===== src/design/rvCorePkg.sv =====
package rvCorePkg;

   // Architectural widths of the RV32I datapath
   localparam int XLEN = 32;
   localparam int REG_ADDR_BITS = 5;
   localparam int BYTE_BITS = 8;

   // One data or address word
   typedef logic [XLEN-1:0] wordT;

   // Index into the integer register file
   typedef logic [REG_ADDR_BITS-1:0] regAddrT;

   // One byte lane of a word
   typedef logic [BYTE_BITS-1:0] byteT;

   // Writeback value select
   typedef enum logic [1:0] {
      RESULT_ALU,
      RESULT_MEM,
      RESULT_PC4
   } resultSrcT;

endpackage


===== src/design/registerFile.sv =====
`timescale 1ns/1ps

module registerFile (
   input  logic               clk,
   input  logic               rst,
   input  logic               we,
   input  rvCorePkg::regAddrT waddr,
   input  rvCorePkg::wordT    wdata,
   input  rvCorePkg::regAddrT raddr1,
   input  rvCorePkg::regAddrT raddr2,
   output rvCorePkg::wordT    rdata1,
   output rvCorePkg::wordT    rdata2
);

   // Storage for x1..x31 only
   rvCorePkg::wordT regs [31:1];

   always_ff @(posedge clk or posedge rst) begin
      if (rst) begin
         for (int i = 1; i < 32; i++) begin
            regs[i] <= '0;
         end
      end else if (we && (waddr != '0)) begin
         regs[waddr] <= wdata;
      end
   end

   // Two combinational read ports, x0 reads zero
   assign rdata1 = (raddr1 == '0) ? '0 : regs[raddr1];
   assign rdata2 = (raddr2 == '0) ? '0 : regs[raddr2];

endmodule


===== config.mk =====
export PLATFORM = sky130hd
export DESIGN_NAME = registerFile
export DESIGN_NICKNAME = d
export VERILOG_FILES = /design/src/design/rvCorePkg.sv /design/src/design/registerFile.sv
export SDC_FILE = /design/constraint.sdc
export NUM_CORES = 2
export LEC_CHECK = 0
export BUFFER_PORTS_ARGS = -buffer_cell sky130_fd_sc_hd__buf_2
export CAP_MARGIN = 5
export CORE_MARGIN = 2
export CORE_UTILIZATION = 55
export CTS_BUF_LIST = sky130_fd_sc_hd__clkbuf_8
export CTS_CLUSTER_DIAMETER = 30
export DETAILED_ROUTE_END_ITERATION = 12
export PLACE_DENSITY = 0.82
export SKIP_LAST_GASP = 1
export SYNTH_ARGS = -nofsm -noshare
export SYNTH_HDL_FRONTEND = slang
export SYNTH_SLANG_ARGS = --single-unit

===== constraint.sdc =====
create_clock -name clk -period 32 [get_ports clk]
set_clock_uncertainty 0.1 [all_clocks]
set_input_delay 4.8 -clock clk [delete_from_list [all_inputs] [get_ports clk]]
set_output_delay 4.8 -clock clk [all_outputs]
set_load 0.02 [all_outputs]

==> results.yml <==
power:
  power_density_mw_per_mm2: 66.8
  cellLeakagePower_nw: 26.1
  ir_drop_mv: 0.0495
  p_total_mw: 3.97
layout:
  area_growth_pct: 11.3
  max_flop_register: "regs"
  num-fill-cells: 6942
  layout_commonest_cell: "mux2_2"
  final_nets: 3826
  reg_top3: "regs x992"
  largest_reg_flops: 992
  drive_gt1_share_pct: 50.4
  final_cell_mix: "mux2_2 (1038), dfrtp_1 (992), mux4_2 (393), clkbuf_8 (237), nand2_1 (172)"
  fin_util_pct: 61.7
  final_area_sq_mm: 0.0594
  final_cells: 5232
setup_path:
  path_max_fanout: 76
  r2r_start: "regs[352]$_DFFE_PP0P_"
  crit_type: "input port to output pin"
  critical_path.endpoint_type: "output pin"
  startpoint: "raddr2[0]"
  setup.worst_path.start_class: "input port"
  worst-endpoint-arrival_ns: 8.94
  critical_path_required_ns: 27.10
cts:
  cts_tree: "built"
  postCtsHoldBufs: 0
  cts_resized: 0
  numCtsBuffers: 201
  htreeDepth: 4
  post_cts_buffers: 0
  root_buffer: "clkbuf_8"
  insertion_delay_ns: 0.86
  clk_pin_slew_ns: 0.06
  clk_path_buf_depth: 3
  cts_sinks: 992
floorplan:
  die_h_microns: 316
  die_area_sq_mm: 0.0996
  initial_core_util_pct: 55.4
  num_io_pins: 114
  fp.dieW_microns: 316
  coreArea_sq_mm: 0.0964
  rows: 114
logic_synthesis:
  synth_seq_cells: 992
  synth_top_area_share_pct: 46.5
  syn_area_per_cell_sq_um: 14.1
  ys_warn_count: 0
  synth_edf_count: 0
  yosys.cell_types.count: 49
  yosysSeqAreaShare_pct: 46.5
  netlist_instances: 3792
  synth_ff_type: "dfrtp_1"
  async_flop_share_pct: 100
  synth_area_leader_cell: "dfrtp_1"
  netlist_area_sq_mm: 0.0534
  synthTopCellsByArea: "dfrtp_1 (46%), mux2_2 (22%), mux4_2 (17%), mux2i_1 (3.1%), clkbuf_1 (1.4%)"
  synth_nets: 3842
detailed_routing:
  first_pass_iters: 7
  drc_errors: 0
  drt_iter0_markers: 4708
  post_drt_wl_per_cell_microns: 30.0
  finalWirelength_microns: 157000
  num_vias: 36500
  ant_nets: 0
  vias_per_cell: 6.97
outcome:
  status: "finished, final reports clean"
timing:
  final-hold-violation-count: 0
  whs_ns: 0.409
  tightest_slew_ns: 1.39
  relSlewSlack_pct: 7.55
  setup-violations-final: 0
  rsz0062_at_grt: "no"
  max_freq_ghz: 0.0722
  post-route-min-period_ns: 13.84
  setup_slack_ns: 18.16
  setup_tns_ns: 0
  slew_violations: 0
  fin_crit_sh_pct: 43.3
grt:
  grtUsageMet3_pct: 8.35
  grt_use_met2_pct: 47.9
  grt_max_degree: 179
  grt_pass1_wl_microns: 236000
  grt_pass1_vias: 37000
  grt_overflow_total: 0
  grt_use_met1_pct: 43.4
  antenna_found_initial: 11
  grtUsageTotal_pct: 31.7
  gr-max-usage-layer: "met2"
place:
  placed_area_sq_mm: 0.0547
  place_ws_ns: 18.27
  portBuffers: 113
  placed_cells: 4849
  gp_congestion: 0.834
  dp_hpwl_microns: 86100
flow_run:
  max_cap_viol_count: 0
worst_hold_path:
  hp-start: "regs[362]$_DFFE_PP0P_"
  min_path_type: "flop to flop"
-- logic make-up (layout without fill, tap and decap cells) --
| logic type | count (synthesis) | after routing | synth area share [%] |
|---|---|---|---|
| other | 0 | 9 | 0 |
| and+or+nand+nor | 439 | 439 | 3.82 |
| muxes | 1626 | 1626 | 42.2 |
| AOI/OAI and AO/OA | 333 | 333 | 4.26 |
| buffers and inverters | 402 | 557 | 3.28 |
| DFF | 992 | 992 | 46.5 |
-- synthesized netlist by cell type, types with 37 or more instances --
cell type / count
mux2i_1: 168
nand3_1: 37
mux4_2: 393
dfrtp_1: 992
nor3_1: 39
nor2b_1: 76
nand2_1: 187
nor2_1: 64
a221oi_1: 58
buf_1: 71
buf_2: 94
clkbuf_1: 206
mux2_2: 1038
a21oi_1: 100
-- area by class of cell --
cell class / instances / area [sq um] / share of cell area [%]
Inverter: 5 / 25.0 / 0.0421
Clock buffer: 237 / 3260 / 5.49
Timing Repair Buffer: 178 / 1210 / 2.03
Tap cell: 1276 / 1600 / 2.69
Multi-Input combinational cell: 2398 / 27000 / 45.5
Antenna cell: 9 / 22.5 / 0.0379
Clock inverter: 137 / 1470 / 2.48
Sequential cell: 992 / 24800 / 41.8
-- power breakdown --
group / total [mW] / internal (mW) / switching [mW] / leakage, nW
Combinational: 0.772 / 0.446 / 0.326 / 11.0
Clock: 1.51 / 0.891 / 0.614 / 2.47
Sequential: 1.69 / 1.50 / 0.190 / 12.7
-- path summary, 6_finish.rpt --
kind	slack, ns	cells past startpoint	end
hold reg to reg	0.41	1	regs[362]$_DFFE_PP0P_
max in group asynchronous	24.66	5	regs[174]$_DFFE_PP0P_
setup / recovery	18.16	8	rdata2[0]
hold / removal	0.41	1	regs[362]$_DFFE_PP0P_
min in group asynchronous	3.95	2	regs[162]$_DFFE_PP0P_
setup reg to reg	31.07	1	regs[352]$_DFFE_PP0P_
-- layer usage --
metal	share of wire, %	routed length [microns]
met5	0.12	193
met4	4.6	7230
met3	11	17100
met2	46	72100
met1	39	60600
-- worst max-delay path, cell delays in order --
cell,delay [ns]
buf_8,0.53
buf_4,0.77
buf_4,0.55
and2_2,1.18
a21oi_1,0.16
a21oi_1,0.20
o21ai_1,0.25
buf_2,0.29
(Power assumes the default switching activity.)
