`config.mk`:
```
export PLATFORM = sky130hd
export DESIGN_NAME = writebackStage
export DESIGN_NICKNAME = d
export VERILOG_FILES = /design/src/design/rvCorePkg.sv /design/src/design/writebackStage.sv
export SDC_FILE = /design/constraint.sdc
export NUM_CORES = 1
export LEC_CHECK = 0
export ABC_AREA = 1
export BUFFER_PORTS_ARGS = -buffer_cell sky130_fd_sc_hd__buf_2
export CAP_MARGIN = 0
export CORE_UTILIZATION = 31
export DETAILED_ROUTE_END_ITERATION = 6
export PLACE_DENSITY = 0.87
export SLEW_MARGIN = 20
export SYNTH_ARGS = -nofsm -noshare
export SYNTH_HDL_FRONTEND = slang
export SYNTH_SLANG_ARGS = --single-unit
export TNS_END_PERCENT = 10
```
`constraint.sdc`:
```
create_clock -name vclk -period 1.1
set_input_delay 0.055 -clock vclk [all_inputs]
set_output_delay 0.055 -clock vclk [all_outputs]
set_load 0.01 [all_outputs]
```
`src/design/rvCorePkg.sv`:
```
package rvCorePkg;

   // Architectural widths of the RV32I datapath
   localparam int XLEN = 32;
   localparam int REG_ADDR_BITS = 5;
   localparam int BYTE_BITS = 8;

   // One data or address word
   typedef logic [XLEN-1:0] wordT;

   // Index into the integer register file
   typedef logic [REG_ADDR_BITS-1:0] regAddrT;

   // One byte lane of a word
   typedef logic [BYTE_BITS-1:0] byteT;

   // Writeback value select
   typedef enum logic [1:0] {
      RESULT_ALU,
      RESULT_MEM,
      RESULT_PC4
   } resultSrcT;

endpackage

```
`src/design/writebackStage.sv`:
```
`timescale 1ns/1ps

module writebackStage (
   input  rvCorePkg::wordT      aluResultW,
   input  rvCorePkg::wordT      readDataW,
   input  rvCorePkg::wordT      pcPlus4W,
   input  rvCorePkg::resultSrcT resultSrcW,
   input  logic                 regWriteW,
   input  rvCorePkg::regAddrT   rdW,
   output rvCorePkg::wordT      resultW,
   output logic                 weW,
   output rvCorePkg::regAddrT   waddr
);

   // Result mux
   always_comb begin
      unique case (resultSrcW)
         rvCorePkg::RESULT_ALU: resultW = aluResultW;
         rvCorePkg::RESULT_MEM: resultW = readDataW;
         rvCorePkg::RESULT_PC4: resultW = pcPlus4W;
         default:               resultW = aluResultW;
      endcase
   end

   // x0 is never written
   assign weW   = regWriteW && (rdW != '0);
   assign waddr = rdW;

endmodule

```
==> results of run 1 <==
-- through the flow --
| stage | hold WS, ns | utilization (%) | instance area, µm² | setup WS, ns |
|---|---|---|---|---|
| 2_1_floorplan | 0.202 | - | 940 | 0.201 |
| 3_3_place_gp | 0.312 | 57.6 | 1620 | 0.0538 |
| 3_5_place_dp | 0.311 | 57.6 | 1620 | 0.0338 |
| 4_1_cts | 0.311 | 57.6 | 1620 | 0.0275 |
| 5_1_grt | 0.326 | 58.4 | 1640 | 0.00257 |
| 6_report | 0.312 | 58.4 | 1640 | 0.0948 |
-- metal layers --
metal / GRT usage, % / vias to the layer above / routed length (µm)
met3: 1.81 / 0 / 317
met2: 43.9 / 81 / 1780
met5: 0 / - / 0
li1: - / 907 / -
met1: 20.3 / 687 / 1220
met4: 0 / 0 / 0
-- how the worst max path moves through the flow --
stage / to / start / slack [ns] / depth (start not counted)
after detailed placement: resultW[31] / resultSrcW[0] / 0.03 / 8
final: resultW[31] / resultSrcW[0] / 0.09 / 8
after global placement: resultW[31] / resultSrcW[0] / 0.05 / 8
after global routing: resultW[17] / resultSrcW[1] / 0.003 / 9
after floorplan: resultW[0] / resultSrcW[0] / 0.20 / 7
after CTS: resultW[31] / resultSrcW[0] / 0.03 / 8
-- cells by family (layout without fill, tap and decap cells) --
| group | after synthesis | in the layout | synth area share, % |
|---|---|---|---|
| buffers and inverters | 23 | 155 | 18.9 |
| and+or+nand+nor | 196 | 196 | 78.4 |
| adders and majority gates | 2 | 2 | 2.66 |
-- where the power goes --
part	internal (mW)	switching (mW)	leakage [nW]
logic	0.374	0.388	1.22
clock network	0	0	0
registers	0	0	0
-- final cells by class --
type / count / share of cell area, %
timing repair buffer: 150 / 49.2
tap: 31 / 2.37
multi-input combinational: 198 / 47.3
inverter: 5 / 1.15
-- synthesized netlist by cell type --
master	count
nand2_1	193
buf_6	9
buf_4	5
buf_2	4
inv_1	4
ha_1	2
nor2_1	2
inv_2	1
nand3_1	1
-- repair_timing --
item | in CTS | in global routing
setup buffers | 0 | 0
endpoints found under the hold margin | 0 | 0
resized for setup | 0 | 4
endpoints found under the setup margin | 0 | 26
==> metrics.md, run 1 <==
| Metric | Value |
|---|---|
| Outcome | `finished with violations` |
| Failing checks | `design-rule violations` |
| Fin. Hold Viols | `0` |
| Multi-input gate area | `between 700 and 800 µm²` |
| Total power | `between 0.7 and 0.8 mW` |
| TNS Setup | `0 ns` |
| DRC | `20` |
| Number of global-route vias before repair | `about 1,400` |
| Worst Hold Class | `primary input to output pin` |
| Gate count after technology mapping | `approximately 220` |
| Vias | `about 1,700` |
| Nets | `461` |
| Per-cell routed wire length | `between 8 and 9 µm` |
| DPL Wire Length | `between 2 and 3 mm` |
| Routed Antenna Nets | `0` |
| Worst path cell trace | `buf_2, inv_1, ha_4, inv_2, buf_12, nand2_1, nand2_1, buf_2` |
| First-pass GRT wire length | `about 5.5 mm` |
| Max cap viols | `0` |
| Initial Util | `approximately a third` |
| Congestion Overflow GR | `0` |
| Number of buffers inserted by hold repair at cts | `0` |
| Pwr/cell area | `465 nW/µm²` |
| Syn Nets | `~330` |
| Rows | `19` |
| Max-Slew Margin vs Limit | `between 90% and 100%` |
| Commonest cells after routing, fill and taps aside | `nand2_1, buf_2, inv_1, buf_6, buf_4` |
| Via-to-Cell Ratio | `roughly 4.4` |
| P_leak | `1.22 nW` |
| Cell Area, Synth | `940 µm²` |
| Number of diodes | `0` |
| F_max | `995 MHz` |
| DIE HEIGHT | `57.1 µm` |
| Ports | `approximately 140` |
| Final setup violation count | `0` |
| Core Area | `around 2800 µm²` |
| GP Congestion | `0.795` |
| Layout area overhead | `74.4%` |
| Crit. End Element | `output pin` |
| CP max stage cell | `ha_4` |
| Worst EP required | `1.04 ns` |
| Synth warn | `0` |
| PortBufs | `about 140` |
| Largest stage delay on the critical path | `between 0.2 and 0.25 ns` |
| Post-route minimum period | `1.01 ns` |
| Total routing usage reported by global routing | `about a fifth` |
| Die X | `~57 µm` |
| Commonest non-fill, non-tap cell in the layout | `nand2_1` |
| Arr. time, crit path | `0.95 ns` |
| Non-Filler Instances | `384` |
| Crit Path Class | `primary input to output pin` |
| Die area | `about 3300 µm²` |
| Critical path launch point type | `primary input` |
| Cell taking the most area after synthesis | `nand2_1` |
| Final WL | `approximately 3.3 mm` |
| Hold depth | `2` |
| CP Max Fanout | `17` |
| RSZ-0062 raised after global routing | `no` |
| Buf/Inv on CP | `5` |
| Share of layout cells above drive strength 1 | `between 40% and 50%` |
| First DRT Iteration DRCs | `~120` |
| Top delay family on crit path | `buffers and inverters` |
| Pre-Repair DR Iteration Count | `7` |
| Cells after DPL | `384` |
| Register area share after synthesis | `0%` |
| FF/Latch Area | `0 µm²` |
| Tcrit/Tclk final | `between 90% and 100%` |
| Slew @ Worst Pin | `0.137 ns` |
| Seq cells | `0` |
| Netlist cell types | `9` |
| Synth top area share | `~77%` |
| Hold Startpoint | `rdW[1]` |
| Initial antenna violation count | `0` |
| Avg Cell Area, Syn | `between 4 and 5 µm²` |
| Clock buffer cells | `0` |
| Largest net degree at the start of global routing | `20` |
| Fillers | `~300` |
| Main area contributors after synthesis | `nand2_1, buf_6, buf_4` |
| Max-slew violation count | `0` |
| Hold endpoint | `waddr[1]` |
| Worst VDD drop | `~0.00024 V` |
No activity file was read; power rests on OpenSTA's default activity.
==> inputs of run 2 (changes only) <==
--- a/config.mk
+++ b/config.mk
@@ -6,8 +6,9 @@
 export NUM_CORES = 1
 export LEC_CHECK = 0
 export ABC_AREA = 1
-export BUFFER_PORTS_ARGS = -buffer_cell sky130_fd_sc_hd__buf_2
+export BUFFER_PORTS_ARGS = -buffer_cell sky130_fd_sc_hd__buf_4
 export CAP_MARGIN = 0
+export CORE_MARGIN = 2
 export CORE_UTILIZATION = 31
 export DETAILED_ROUTE_END_ITERATION = 6
 export PLACE_DENSITY = 0.87
==> metrics.md, run 2 (same netlist as run 1, synthesis figures left out) <==
| Metric | Value |
|---|---|
| Final setup violation count | `0 (unchanged)` |
| Core Area | `2830 µm² (+0.85%)` |
| Outcome | `complete, no violations` |
| Nets | `461 (unchanged)` |
| Slew @ Worst Pin | `0.168 ns (+0.0307 ns)` |
| Pre-CTS WS | `-0.00931 ns (-0.0431 ns)` |
| Initial antenna violation count | `0 (unchanged)` |
| Crit. End Element | `output pin` |
| First-pass GRT wire length | `6.29 mm (+15%)` |
| DRC | `0 (-100%)` |
| First DRT Iteration DRCs | `83 (-30%)` |
| Congestion Overflow GR | `0 (unchanged)` |
| Number of diodes | `0 (unchanged)` |
| Int Pwr | `0.553 mW (+48%)` |
| Routed Antenna Nets | `0 (unchanged)` |
| Final instance area | `2000 µm² (+22%)` |
| F_max | `944 MHz (-5.1%)` |
| CP Max Fanout | `20 (+3)` |
| Max-slew violation count | `0 (unchanged)` |
| Non-Filler Instances | `384 (unchanged)` |
| Clock power frac | `0% (unchanged)` |
| Clock buffer cells | `0 (unchanged)` |
| Cells after DPL | `384 (unchanged)` |
| FF/Latch Area | `0 µm² (unchanged)` |
| Fin. Hold Viols | `0 (unchanged)` |
| Total power | `0.966 mW (+27%)` |
| Worst VDD drop | `0.000271 V (+11%)` |
| Worst Hold Class | `primary input to output pin` |
| Comb pwr share | `100.0% (about the same)` |
| Fillers | `286 (-7.1%)` |
| Die area | `3490 µm² (+7.1%)` |
| Hold endpoint | `waddr[1]` |
| Critical path launch point type | `primary input` |
| Layout area overhead | `113%` |
| Commonest cells after routing, fill and taps aside | `nand2_1, buf_4, inv_1, buf_6` |
| Share of layout cells above drive strength 1 | `43.1% (unchanged)` |
| Post-route minimum period | `1.06 ns (+0.0537 ns)` |
| Hold depth | `2 (unchanged)` |
| Number of buffers inserted by hold repair at cts | `0 (unchanged)` |
| Number of global-route vias before repair | `1,532 (+8.7%)` |
| Largest net degree at the start of global routing | `23 (+15%)` |
| DPL Wire Length | `3.37 mm (+20%)` |
| Seq cells | `0 (unchanged)` |
| Crit Path Class | `primary input to output pin` |
| Pwr/cell area | `483 nW/µm² (+4.0%)` |
| Initial Util | `33.2% (-0.28 points)` |
| GP Congestion | `0.783 (-1.4%)` |
| Worst EP required | `1.04 ns (about the same)` |
| Per-cell routed wire length | `10.8 µm (+25%)` |
| RSZ-0062 raised after global routing | `yes` |
| Sw Ratio | `42.7% (-8.1 points)` |
| Sequential power share | `0% (unchanged)` |
| Arr. time, crit path | `1.00 ns (+0.05 ns)` |
| Post-CTS setup buffers | `0 (unchanged)` |
| Via-to-Cell Ratio | `4.42 (+1.4%)` |
| PnR worst setup slack | `0.0411 ns (-0.0537 ns)` |
| Final WL | `4.14 mm (+25%)` |
| DIE HEIGHT | `59.1 µm (+3.5%)` |
| Rows | `19 (unchanged)` |
| Hold Startpoint | `rdW[1]` |
| PortBufs | `142 (unchanged)` |
| P_leak | `1.33 nW (+9.4%)` |
| Max-Slew Margin vs Limit | `88.8% (-2.0 points)` |
| Multi-input gate area | `774 µm² (unchanged)` |
| Switching power total | `0.413 mW (+6.5%)` |
| Vias | `1,699 (+1.4%)` |
| Commonest non-fill, non-tap cell in the layout | `nand2_1` |
| Total routing usage reported by global routing | `22.1% (+2.4 points)` |
| Placed Area | `1970 µm² (+22%)` |
| Max cap viols | `0 (unchanged)` |
| Die X | `59.1 µm (+3.5%)` |
| Tcrit/Tclk final | `96.3% (+4.9 points)` |
| Ports | `142 (unchanged)` |
| Pre-Repair DR Iteration Count | `6 (-1)` |
## run 2: what timing repair did
| action | 4_1_cts | 5_1_grt |
|---|---|---|
| endpoints found under the hold margin | 0 | 0 |
| gates resized for setup | 0 | 5 |
| setup endpoints to repair | 5 | 32 |
## run 2: final cells by class
| class | instances | share of cell area (%) |
|---|---|---|
| inverter | 5 | 0.939 |
| tap | 31 | 1.94 |
| timing repair buffer | 150 | 58.4 |
| multi-input combinational | 198 | 38.8 |
## run 2: stage by stage
stage	util, %	TNS, ns	hold WS, ns
after floorplan	-	0	0.202
after global placement	69.7	0	0.296
after detailed placement	69.7	-0.0293	0.297
after CTS	69.7	-0.0163	0.298
after global routing	70.6	-0.285	0.307
final	70.6	0	0.297
## run 2: critical path, stage by stage
cell and delay [ns]:
buf_4 0.11, inv_1 0.10, ha_4 0.23, inv_2 0.11, buf_12 0.16, nand2_1 0.07
nand2_1 0.06, buf_4 0.11
## run 2: worst max path at each step
| stage | cells past startpoint | to | startpoint |
|---|---|---|---|
| 2_1_floorplan | 7 | resultW[0] | resultSrcW[0] |
| 3_3_place_gp | 7 | resultW[11] | resultSrcW[0] |
| 3_5_place_dp | 7 | resultW[11] | resultSrcW[0] |
| 4_1_cts | 7 | resultW[11] | resultSrcW[0] |
| 5_1_grt | 9 | resultW[24] | resultSrcW[1] |
| 6_report | 8 | resultW[24] | resultSrcW[0] |
## run 2: power by group through the flow
stage               Combinational, mW  Clock (mW)  Sequential (mW)
global placement                0.941           0                0
finish                          0.966           0                0
detailed placement              0.955           0                0
CTS                             0.957           0                0
floorplan                       0.415           0                0
global route                     1.06           0                0
## run 2: per-layer routing
metal / routed length (µm) / GRT usage [%] / share of wire (%)
met5: 0 / 0 / 0
met4: 66 / 3.90 / 1.6
met3: 481 / 5.02 / 12
met2: 2220 / 45.7 / 54
met1: 1370 / 22.1 / 33
==> inputs of run 3 (changes only) <==
==> constraint.sdc (replaced) <==
create_clock -name vclk -period 1.1
set_input_delay 0.055 -clock vclk [all_inputs]
set_output_delay 0.055 -clock vclk [all_outputs]
set_load 0.1 [all_outputs]
==> metrics.md, run 3 (same netlist as run 1, synthesis figures left out) <==
| Metric | Value |
|---|---|
| Rows | `19 (unchanged)` |
| Commonest non-fill, non-tap cell in the layout | `nand2_1` |
| Crit. Startpoint | `resultSrcW[0]` |
| Hold depth | `2 (unchanged)` |
| Per-cell routed wire length | `17.7 µm (+65%)` |
| Ports | `142 (unchanged)` |
| CP max stage cell | `ha_4` |
| Final setup violation count | `16 (+16)` |
| Number of global-route vias before repair | `1,896 (+24%)` |
| Total routing usage reported by global routing | `29.0% (+6.9 points)` |
| Fin. Hold Viols | `0 (unchanged)` |
| Congestion Overflow GR | `0 (unchanged)` |
| Hold Startpoint | `rdW[1]` |
| Failing checks | `negative setup slack` |
| Multi-input gate area | `937 µm² (+21%)` |
| Post-CTS setup buffers | `0 (unchanged)` |
| Placed Area | `2090 µm² (+6.0%)` |
| Initial antenna violation count | `0 (unchanged)` |
| Die X | `59.1 µm (unchanged)` |
| Final instance area | `2690 µm² (+35%)` |
| Critical path launch point type | `primary input` |
| Vias | `2,111 (+24%)` |
| Pre-Repair DR Iteration Count | `5 (-1)` |
| Number of diodes | `0 (unchanged)` |
| Pwr/cell area | `978 nW/µm² (+100%)` |
| Most used cell, CP | `nand2_1` |
| P_leak | `1.53 nW (+15%)` |
| Commonest cells after routing, fill and taps aside | `nand2_1, buf_4, nand2_2, buf_12, buf_6` |
| Max-Slew Margin vs Limit | `81.5% (-7.3 points)` |
| FF/Latch Area | `0 µm² (unchanged)` |
| Post-route minimum period | `1.16 ns (+0.0966 ns)` |
| Layout area overhead | `187%` |
| GP Congestion | `0.785 (+0.26%)` |
| Crit Path Class | `primary input to output pin` |
| Arr. time, crit path | `1.10 ns (+0.10 ns)` |
| Worst path cell trace | `buf_6, buf_6, ha_4, clkbuf_16, nand2_1, nand2_1, nand2_1, nand2_2, buf_12` |
| CP Max Fanout | `6 (-70%)` |
| Crit. End Element | `output pin` |
| Die area | `3490 µm² (unchanged)` |
| DRC | `0 (unchanged)` |
| Worst Hold Class | `primary input to output pin` |
| DIE HEIGHT | `59.1 µm (unchanged)` |
| Via-to-Cell Ratio | `5.43 (+23%)` |
| Hold endpoint | `waddr[1]` |
| Largest stage delay on the critical path | `0.20 ns (-0.03 ns)` |
| First DRT Iteration DRCs | `165 (+99%)` |
| Worst VDD drop | `0.000765 V (+180%)` |
| Buf/Inv on CP | `4 (-1)` |
| Routed Antenna Nets | `0 (unchanged)` |
| Clock buffer cells | `0 (unchanged)` |
| Initial Util | `33.2% (unchanged)` |
| Worst EP required | `1.04 ns (about the same)` |
| First-pass GRT wire length | `8.07 mm (+28%)` |
| Outcome | `finished with violations` |
| Core Area | `2830 µm² (unchanged)` |
| Pre-CTS WS | `-0.142 ns (-0.133 ns)` |
| Slew @ Worst Pin | `0.280 ns (+0.112 ns)` |
| Max cap viols | `0 (unchanged)` |
| Tcrit/Tclk final | `105% (+8.8 points)` |
| PortBufs | `142 (unchanged)` |
| Share of layout cells above drive strength 1 | `59.2% (+16 points)` |
| PnR worst setup slack | `-0.0555 ns (-0.0966 ns)` |
| DPL Wire Length | `3.47 mm (+3.0%)` |
| RSZ-0062 raised after global routing | `yes` |
| Nets | `466 (+1.1%)` |
| Top delay family on crit path | `buffers and inverters` |
| F_max | `865 MHz (-8.4%)` |
| Max-slew violation count | `0 (unchanged)` |
| Number of buffers inserted by hold repair at cts | `0 (unchanged)` |
| Seq cells | `0 (unchanged)` |
| Fillers | `74 (-74%)` |
| Final WL | `6.90 mm (+67%)` |
| Largest net degree at the start of global routing | `17 (-26%)` |
==> run 3: cell count changes in the layout (fill, tap and decap cells not counted), sizes merged <==
cell    before  now
buf        150  153
clkbuf       0    2
==> run 3: timing repair <==
item	CTS	global route
pin swaps	0	15
gates cloned	1	2
setup endpoints to repair	32	32
gates resized for setup	100	36
==> run 3: worst max-delay path by stage <==
| stage | slack, ns | to | cells past startpoint |
|---|---|---|---|
| final | -0.06 | resultW[29] | 9 |
| after global routing | -0.08 | resultW[8] | 9 |
| after CTS | -0.007 | resultW[11] | 8 |
| after detailed placement | -0.14 | resultW[11] | 8 |
| after global placement | -0.13 | resultW[10] | 8 |
| after floorplan | -0.10 | resultW[0] | 7 |
==> run 3: metrics by stage <==
step	cells	utilization, %	total power [mW]	TNS (ns)	hold slack [ns]
2_1_floorplan	221	-	1.48	-2.96	0.322
3_3_place_gp	386	73.8	2.02	-3.39	0.444
3_5_place_dp	386	73.8	2.04	-3.68	0.445
4_1_cts	387	89.8	2.47	-0.0219	0.445
5_1_grt	389	95.2	2.70	-1.34	0.452
6_report	389	95.2	2.63	-0.313	0.446
==> run 3: routing by layer <==
layer / global-route usage, % / vias to the layer above / routed length [µm] / part of all wire (%)
met1: 29.6 / 941 / 2230 / 32
met2: 60.8 / 200 / 3560 / 52
met3: 4.15 / 48 / 673 / 9.7
met5: 0 / - / 0 / 0
met4: 5.52 / 0 / 436 / 6.3
li1: - / 922 / - / -
==> run 3: where the power goes <==
group | switching, mW | internal, mW
clock network | 0 | 0
logic | 1.64 | 0.991
registers | 0 | 0
==> run 3: area by class of cell <==
class,count,share of cell area (%)
Timing Repair Buffer,155,62.9
Multi-Input combinational cell,198,34.8
Tap cell,31,1.44
Inverter,5,0.882
